`src/verilog/lane_pkg.sv`:
```
package lane_pkg;

	////////////////////////////////////////
	// Array geometry
	////////////////////////////////////////
	localparam int NUM_LANES	= 4;
	localparam int NUM_REGS		= 16;

	localparam int DATA_W		= 32;
	localparam int REG_IDX_W	= $clog2(NUM_REGS);
	localparam int LANE_IDX_W	= $clog2(NUM_LANES);

	////////////////////////////////////////
	// Data and index types
	////////////////////////////////////////
	typedef logic [DATA_W-1:0]		data_t;		// One lane word
	typedef logic [REG_IDX_W-1:0]	reg_idx_t;	// Register number
	typedef logic [LANE_IDX_W-1:0]	lane_idx_t;	// Lane number

	// Lane bus, one word per lane
	typedef data_t [NUM_LANES-1:0]	lane_t;

	typedef logic [NUM_LANES-1:0]	lane_mask_t;	// One bit per lane

	// Bit 4 picks the lane bus, 3:0 is the lane offset,
	// 1:0 alone picks the local source
	typedef logic [4:0]				path_sel_t;

	////////////////////////////////////////
	// Instruction
	////////////////////////////////////////
	typedef enum logic [2:0] {
		OP_MOV	= 3'd0,
		OP_ADD	= 3'd1,
		OP_SUB	= 3'd2,
		OP_MUL	= 3'd3,
		OP_MAD	= 3'd4,
		OP_AND	= 3'd5,
		OP_OR	= 3'd6,
		OP_XOR	= 3'd7
	} opcode_t;

	typedef struct packed {
		opcode_t	op;
		reg_idx_t	dst;			// Write-back register
		reg_idx_t	src1;
		reg_idx_t	src2;
		reg_idx_t	src3;
		path_sel_t	sel_path;		// Operand path
		path_sel_t	sel_path_wb;	// Write-back path
		data_t		scalar;			// Shared by all lanes
	} instr_t;

endpackage

```
`src/verilog/lane_regfile.sv`:
```
`timescale 1ns/1ps

module lane_regfile
	import lane_pkg::*;
(
	input	logic		clock,
	input	logic		rst_n,
	input	reg_idx_t	rd_idx1,
	input	reg_idx_t	rd_idx2,
	input	reg_idx_t	rd_idx3,
	output	data_t		rd_data1,
	output	data_t		rd_data2,
	output	data_t		rd_data3,
	input	logic		wr_en,
	input	reg_idx_t	wr_idx,
	input	data_t		wr_data
);

	data_t	regs [NUM_REGS];

	logic	hit1;
	logic	hit2;
	logic	hit3;

	////////////////////////////////////////
	// Write port
	////////////////////////////////////////
	always_ff @(posedge clock or negedge rst_n) begin
		if (!rst_n) begin
			regs <= '{default: '0};
		end else if (wr_en) begin
			regs[wr_idx] <= wr_data;
		end
	end

	////////////////////////////////////////
	// Read ports
	////////////////////////////////////////
	// A read in the write cycle already sees the new word,
	// so an issue on the write edge picks it up
	assign hit1		= wr_en && (wr_idx == rd_idx1);
	assign hit2		= wr_en && (wr_idx == rd_idx2);
	assign hit3		= wr_en && (wr_idx == rd_idx3);

	assign rd_data1	= hit1 ? wr_data : regs[rd_idx1];	// Port 1
	assign rd_data2	= hit2 ? wr_data : regs[rd_idx2];	// Port 2
	assign rd_data3	= hit3 ? wr_data : regs[rd_idx3];	// Port 3

endmodule

```
`src/verilog/lane_path_sel.sv`:
```
`timescale 1ns/1ps

module lane_path_sel
	import lane_pkg::*;
#(
	parameter int LANE_ID = 0
)(
	input	logic		req,			// Lane issues this cycle
	input	path_sel_t	sel_path,
	input	path_sel_t	sel_path_wb,
	input	data_t		scalar,
	input	lane_t		lane_data_src1,
	input	lane_t		lane_data_src2,
	input	lane_t		lane_data_src3,
	input	lane_t		lane_data_wb,
	input	data_t		src_data1,		// Own register reads
	input	data_t		src_data2,
	input	data_t		src_data3,
	input	data_t		wb_data,		// Own exec result
	output	data_t		out_src1,
	output	data_t		out_src2,
	output	data_t		out_src3,
	output	data_t		out_wb,
	output	data_t		lane_out_src1,	// Own slot on the lane bus
	output	data_t		lane_out_src2,
	output	data_t		lane_out_src3
);

	logic [4:0]	src_sum;
	logic [4:0]	wb_sum;
	lane_idx_t	src_lane;
	lane_idx_t	wb_lane;
	data_t		local_src;
	data_t		local_wb;

	////////////////////////////////////////
	// Rotation
	////////////////////////////////////////
	assign src_sum	= {1'b0, sel_path[3:0]} + 5'(LANE_ID);
	assign wb_sum	= {1'b0, sel_path_wb[3:0]} + 5'(LANE_ID);

	assign src_lane	= lane_idx_t'(src_sum % 5'(NUM_LANES));	// Wraps around the array
	assign wb_lane	= lane_idx_t'(wb_sum % 5'(NUM_LANES));

	////////////////////////////////////////
	// Local sources
	////////////////////////////////////////
	always_comb begin
		case (sel_path[1:0])
			2'd1:		local_src = src_data1;
			2'd2:		local_src = src_data2;
			2'd3:		local_src = src_data3;
			default:	local_src = scalar;
		endcase
	end

	always_comb begin
		case (sel_path_wb[1:0])
			2'd1:		local_wb = src_data1;
			2'd2:		local_wb = src_data2;
			2'd3:		local_wb = src_data3;
			default:	local_wb = wb_data;
		endcase
	end

	////////////////////////////////////////
	// Outputs
	////////////////////////////////////////
	assign out_src1	= sel_path[4] ? lane_data_src1[src_lane] : local_src;
	assign out_src2	= sel_path[4] ? lane_data_src2[src_lane] : local_src;
	assign out_src3	= sel_path[4] ? lane_data_src3[src_lane] : local_src;
	assign out_wb	= sel_path_wb[4] ? lane_data_wb[wb_lane] : local_wb;

	assign lane_out_src1	= req ? src_data1 : '0;	// Idle lanes show zero
	assign lane_out_src2	= req ? src_data2 : '0;
	assign lane_out_src3	= req ? src_data3 : '0;

endmodule

```
`src/verilog/lane_exec.sv`:
```
`timescale 1ns/1ps

module lane_exec
	import lane_pkg::*;
(
	input	logic		clock,
	input	logic		rst_n,
	input	logic		valid,
	input	opcode_t	op,
	input	data_t		a,
	input	data_t		b,
	input	data_t		c,
	output	data_t		res,
	output	logic		res_valid
);

	data_t	prod;
	data_t	res_next;

	// Only the low word of the product is kept
	assign prod = a * b;

	////////////////////////////////////////
	// Arithmetic
	////////////////////////////////////////
	always_comb begin
		case (op)
			OP_MOV:		res_next = a;
			OP_ADD:		res_next = a + b;
			OP_SUB:		res_next = a - b;
			OP_MUL:		res_next = prod;
			OP_MAD:		res_next = prod + c;	// Multiply-add
			OP_AND:		res_next = a & b;
			OP_OR:		res_next = a | b;
			OP_XOR:		res_next = a ^ b;
			default:	res_next = a;
		endcase
	end

	////////////////////////////////////////
	// Result register
	////////////////////////////////////////
	always_ff @(posedge clock or negedge rst_n) begin
		if (!rst_n) begin
			res_valid <= 1'b0;
		end else begin
			res_valid <= valid;
		end
	end

	// Follows the stage-1 operands every cycle,
	// so a masked-off lane still offers its result on the bus
	always_ff @(posedge clock) begin
		res <= res_next;
	end

endmodule

```
`src/verilog/lane_unit.sv`:
```
`timescale 1ns/1ps

module lane_unit
	import lane_pkg::*;
#(
	parameter int LANE_ID = 0
)(
	input	logic		clock,
	input	logic		rst_n,
	input	logic		issue,
	input	logic		lane_en,		// Mask bit of this lane
	input	instr_t		instr,
	input	lane_t		lane_src1,
	input	lane_t		lane_src2,
	input	lane_t		lane_src3,
	input	lane_t		lane_wb,
	output	data_t		slot_src1,		// Own reads onto the buses
	output	data_t		slot_src2,
	output	data_t		slot_src3,
	output	data_t		slot_wb,		// Own exec result onto lane_wb
	output	data_t		result,
	output	logic		result_valid
);

	logic		req;
	data_t		rd_data1, rd_data2, rd_data3;
	data_t		op_a, op_b, op_c;
	data_t		wb_value;
	logic		exec_valid;				// Stage-2 valid

	// Stage 1
	logic		s1_valid;
	opcode_t	s1_op;
	reg_idx_t	s1_dst;
	path_sel_t	s1_sel_wb;
	data_t		s1_a, s1_b, s1_c;
	data_t		s1_rd1, s1_rd2, s1_rd3;

	// Stage 2
	reg_idx_t	s2_dst;
	path_sel_t	s2_sel_wb;
	data_t		s2_rd1, s2_rd2, s2_rd3;

	assign req = issue & lane_en;

	lane_regfile u_regfile (
		.clock		(clock),
		.rst_n		(rst_n),
		.rd_idx1	(instr.src1),
		.rd_idx2	(instr.src2),
		.rd_idx3	(instr.src3),
		.rd_data1	(rd_data1),
		.rd_data2	(rd_data2),
		.rd_data3	(rd_data3),
		.wr_en		(exec_valid),
		.wr_idx		(s2_dst),
		.wr_data	(wb_value)
	);

	////////////////////////////////////////
	// Operand select at issue
	////////////////////////////////////////
	lane_path_sel #(.LANE_ID(LANE_ID)) u_sel_src (
		.req			(req),
		.sel_path		(instr.sel_path),
		.sel_path_wb	('0),
		.scalar			(instr.scalar),
		.lane_data_src1	(lane_src1),
		.lane_data_src2	(lane_src2),
		.lane_data_src3	(lane_src3),
		.lane_data_wb	('0),
		.src_data1		(rd_data1),
		.src_data2		(rd_data2),
		.src_data3		(rd_data3),
		.wb_data		('0),
		.out_src1		(op_a),
		.out_src2		(op_b),
		.out_src3		(op_c),
		.out_wb			(),
		.lane_out_src1	(slot_src1),
		.lane_out_src2	(slot_src2),
		.lane_out_src3	(slot_src3)
	);

	always_ff @(posedge clock or negedge rst_n) begin
		if (!rst_n) begin
			s1_valid <= 1'b0;
		end else begin
			s1_valid <= req;
		end
	end

	// Payload loads on every issue, masked or not
	always_ff @(posedge clock) begin
		if (issue) begin
			s1_op		<= instr.op;
			s1_dst		<= instr.dst;
			s1_sel_wb	<= instr.sel_path_wb;
			s1_a		<= op_a;
			s1_b		<= op_b;
			s1_c		<= op_c;
			s1_rd1		<= rd_data1;	// Carried for write-back select
			s1_rd2		<= rd_data2;
			s1_rd3		<= rd_data3;
		end
	end

	lane_exec u_exec (
		.clock		(clock),
		.rst_n		(rst_n),
		.valid		(s1_valid),
		.op			(s1_op),
		.a			(s1_a),
		.b			(s1_b),
		.c			(s1_c),
		.res		(slot_wb),
		.res_valid	(exec_valid)
	);

	always_ff @(posedge clock) begin
		if (s1_valid) begin
			s2_dst		<= s1_dst;
			s2_sel_wb	<= s1_sel_wb;
			s2_rd1		<= s1_rd1;
			s2_rd2		<= s1_rd2;
			s2_rd3		<= s1_rd3;
		end
	end

	////////////////////////////////////////
	// Write-back select
	////////////////////////////////////////
	lane_path_sel #(.LANE_ID(LANE_ID)) u_sel_wb (
		.req			(1'b0),
		.sel_path		('0),
		.sel_path_wb	(s2_sel_wb),
		.scalar			('0),
		.lane_data_src1	('0),
		.lane_data_src2	('0),
		.lane_data_src3	('0),
		.lane_data_wb	(lane_wb),
		.src_data1		(s2_rd1),
		.src_data2		(s2_rd2),
		.src_data3		(s2_rd3),
		.wb_data		(slot_wb),
		.out_src1		(),
		.out_src2		(),
		.out_src3		(),
		.out_wb			(wb_value),
		.lane_out_src1	(),
		.lane_out_src2	(),
		.lane_out_src3	()
	);

	always_ff @(posedge clock or negedge rst_n) begin
		if (!rst_n) begin
			result_valid <= 1'b0;
		end else begin
			result_valid <= exec_valid;
		end
	end

	always_ff @(posedge clock) begin
		if (exec_valid) begin
			result <= wb_value;		// Same value as written to dst
		end
	end

endmodule

```
`config.mk`:
```
export PLATFORM = sky130hd
export DESIGN_NAME = lane_unit
export DESIGN_NICKNAME = d
export VERILOG_FILES = /design/src/verilog/lane_pkg.sv /design/src/verilog/lane_regfile.sv /design/src/verilog/lane_path_sel.sv /design/src/verilog/lane_exec.sv /design/src/verilog/lane_unit.sv
export SDC_FILE = /design/constraint.sdc
export NUM_CORES = 2
export LEC_CHECK = 0
export BUFFER_PORTS_ARGS = -buffer_cell sky130_fd_sc_hd__buf_2
export CAP_MARGIN = 20
export CORE_AREA = 2 2 396 398
export DETAILED_ROUTE_END_ITERATION = 7
export DIE_AREA = 0 0 398 400
export GPL_TIMING_DRIVEN = 1
export MAX_ROUTING_LAYER = met4
export PLACE_DENSITY = 0.65
export SLEW_MARGIN = 20
export SYNTH_ARGS = -nofsm -noshare
export SYNTH_HDL_FRONTEND = slang
export SYNTH_SLANG_ARGS = --single-unit
```
`constraint.sdc`:
```
create_clock -name clock -period 16.4 [get_ports clock]
set_input_delay 1.64 -clock clock [delete_from_list [all_inputs] [get_ports clock]]
set_output_delay 1.64 -clock clock [all_outputs]
set_load 0.02 [all_outputs]
```
==> flow_metrics.tcl <==
set metrics [dict create \
    outcome "finished clean" \
    route.vias.total 54055 \
    synth_cells 6056 \
    multi_input_area_mm2 0.04189 \
    detail_route.vias_per_cell 6.168 \
    path_common_cell "sky130_fd_sc_hd__fa_1" \
    drt-met1-wl_mm 93.85 \
    worst_setup_hold_path_clk_slew_ns 0.06 \
    die_x_um 398 \
    postSynth.asyncResetShare 0.5826 \
    most_used_dff_post_synth "sky130_fd_sc_hd__dfrtp_1" \
    maxClockFrequency_ghz 0.09486 \
    grt_start_max_net_pins 131 \
    maxUsedRoutingLayer "met4" \
    cts_max_path_buffers 3 \
    reg2reg_to "u_exec.res[31]" \
    largest_register "u_regfile.regs" \
    r2r_slack_ns 5.86 \
    cts.sink_count 884 \
    post_synth_main_area_contributors "sky130_fd_sc_hd__mux4_2, sky130_fd_sc_hd__dfrtp_1, sky130_fd_sc_hd__edfxtp_1" \
    start_util 0.4460 \
    hp-class "reg -> reg" \
    postCtsSetupBuffers 0 \
    cp_data_arrival_time_ns 11.18 \
    min_to "s2_rd3[8]" \
    syn2layout_area_growth_pct 13.40 \
    timing_worst_slew_pin_value_ns 1.183 \
    ys_types 84 \
    finClkSkew_ns 0.04334 \
    place_congestion 1.015 \
    critical-path-max-stage-delay_ns 0.97 \
    worstPathMaxFanout 17 \
    synth-seq-area-share 0.3418 \
    end_kind "flip-flop" \
    top_level_port_count 738 \
    setup_tns_ns 0 \
    drtPass1Iterations 8 \
    holdPathStages 0 \
    post_cts_hold_buffer_count 0 \
    setup_viol_count_final 0 \
    timing.slew.headroom 0.2115 \
    seqCellArea_mm2 0.02365 \
    ys_ff_latch 884 \
    final.hold.worst_slack_ns 0.4133 \
    postSynthAreaPerCell_um2 11.42 \
    route.final.wire_length_mm 257.1 \
    first_global_vias 54404 \
    routedWlPerCell_um 29.33 \
    gr-usage-all-layers 0.3331 \
    grt_first_pass_wirelength_mm 371.3 \
    dp.final_hpwl_mm 187.2 \
    ys_top_cells_by_count "sky130_fd_sc_hd__nand2_1, sky130_fd_sc_hd__mux4_2, sky130_fd_sc_hd__nor2_1" \
    core.rowCount 145 \
    drive_above_1_share 0.2808 \
    design.final.nets 7834 \
    yosys_warnings 0 \
    critPathLaunchType "flip-flop" \
    critical_path_class "reg -> reg" \
    cts_inserted_buffers 97 \
    edff_count_synth 337 \
    timing_max_transition_violations_final 0 \
    length_in_cells_of_the_worst_reg_to_reg_path 34 \
    htree_levels 3 \
    die_area_mm2 0.1592 \
    cts.root.buffer_cell "sky130_fd_sc_hd__clkbuf_16" \
    design_area_mm2 0.07845 \
    cts_repair_resize_count 0 \
    synth.net_count 7293 \
    drt_iter0_drc 6499 \
    synthDominantCellAreaShare 0.2211 \
    synth_top_area_cell "sky130_fd_sc_hd__mux4_2" \
    slowest_stage "sky130_fd_sc_hd__edfxtp_1" \
    die_h_um 400 \
    num-fill-cells 13744 \
    grt_overflow 0 \
    unrepaired_setup_endpoints_after_global_routing "false" \
    postRouteAntennaNets 0 \
    path_buf_inv 6 \
    initial_antenna_violation_count 41 \
    max_cap_violations 0 \
    hold_viol 0 \
    most_repeated_cell_in_the_gate_level_netlist_after_synthesis "sky130_fd_sc_hd__nand2_1" \
    drc_errors 0 \
    port_buffers 733 \
    cts_tree "built" \
    period_needed_ns 10.54 \
    largest_register_ffs 512 \
    timing.rr.start "s1_b[3]" \
    met3_length_mm 30.27 \
    worstHoldStart "s1_rd3[8]" \
    synth_area_mm2 0.06918 \
    post_placement_cell_area_mm2 0.07500 \
    post-route-period-util 0.6428 \
    clkLatencyLatePin_ns 0.74 \
    worst_path_top_cell_family_by_delay "adder cells" \
    floorplan.core_area_mm2 0.1551 \
    detailroute.wirelength.met2_mm 117.1 \
    worstPathRequired_ns 17.04 \
]
-- cells in the final DEF, fill, tap and decap left out, types with 57 or more instances in the layout --
cell type | netlist | layout
sky130_fd_sc_hd__dfrtp_1 | 515 | 513
sky130_fd_sc_hd__mux2i_1 | 58 | 57
sky130_fd_sc_hd__nand2_1 | 705 | 704
sky130_fd_sc_hd__buf_4 | 14 | 159
sky130_fd_sc_hd__nor2_1 | 677 | 666
sky130_fd_sc_hd__o21ai_0 | 268 | 268
sky130_fd_sc_hd__edfxtp_1 | 337 | 337
sky130_fd_sc_hd__a21oi_1 | 421 | 421
sky130_fd_sc_hd__clkbuf_16 | 0 | 101
sky130_fd_sc_hd__xnor2_1 | 126 | 126
sky130_fd_sc_hd__fa_1 | 410 | 410
sky130_fd_sc_hd__mux2_2 | 98 | 98
sky130_fd_sc_hd__ha_1 | 250 | 250
sky130_fd_sc_hd__and2_1 | 99 | 98
sky130_fd_sc_hd__mux4_2 | 679 | 679
sky130_fd_sc_hd__buf_2 | 35 | 722
sky130_fd_sc_hd__inv_1 | 504 | 504
-- worst reg2reg max path: cells and delay by family, from the launching register on --
kind            cells  cell delay [ns]
fa+ha+maj          10             4.69
compound gates      9             1.85
simple gates        7             1.17
buf+inv             6             1.08
flops               1             0.97
xor+xnor            2             0.69
-- per-layer routing --
layer	GRT usage	vias to the layer above
met2	0.5013	3535
met3	0.08732	788
met5	-	-
met4	0.1700	0
met1	0.4162	27248
li1	-	22484
-- cell families (layout without fill, tap and decap cells) --
| group | Yosys count | in the layout | share of synthesized area |
|---|---|---|---|
| and+or+nand+nor | 1633 | 1633 | 0.09738 |
| other | 0 | 26 | 0 |
| buffers and inverters | 969 | 1593 | 0.05430 |
| xor gates and xnor gates | 174 | 174 | 0.02203 |
| AOI/OAI and AO/OA | 900 | 900 | 0.07506 |
| DFF | 884 | 884 | 0.3418 |
| adders and majority gates | 661 | 661 | 0.1640 |
| muxes | 835 | 835 | 0.2454 |
-- cell type report --
type | instances | area share
timing repair buffer | 891 | 0.06316
clock buffer | 134 | 0.03533
sequential | 884 | 0.3015
clock inverter | 48 | 0.007433
tap | 2058 | 0.03282
inverter | 520 | 0.02488
antenna | 26 | 0.0008294
multi-input combinational | 4203 | 0.5340
-- worst max path at each step --
stage / start / to / slack (ns) / depth (start not counted)
finish: s1_b[3] / u_exec.res[31] / 5.86 / 34
global route: s1_b[3] / u_exec.res[31] / 5.54 / 34
CTS: s1_b[3] / u_exec.res[31] / 6.03 / 34
detailed placement: s1_b[3] / u_exec.res[31] / 6.10 / 34
global placement: s1_b[3] / u_exec.res[31] / 6.22 / 32
floorplan: s1_b[7] / u_exec.res[31] / 7.67 / 34
-- through the flow --
step | util | cells | worst slack [ns]
3_5_place_dp | 0.4835 | 8555 | 6.100
4_1_cts | 0.5051 | 8737 | 6.033
2_1_floorplan | - | 6056 | 7.668
5_1_grt | 0.5057 | 8760 | 5.537
6_report | 0.5057 | 8764 | 5.858
3_3_place_gp | 0.4835 | 8555 | 6.219
Power is left out: the tool's default activity adds up to more than one toggle a clock period on the data nets, which glitch-free logic cannot reach.
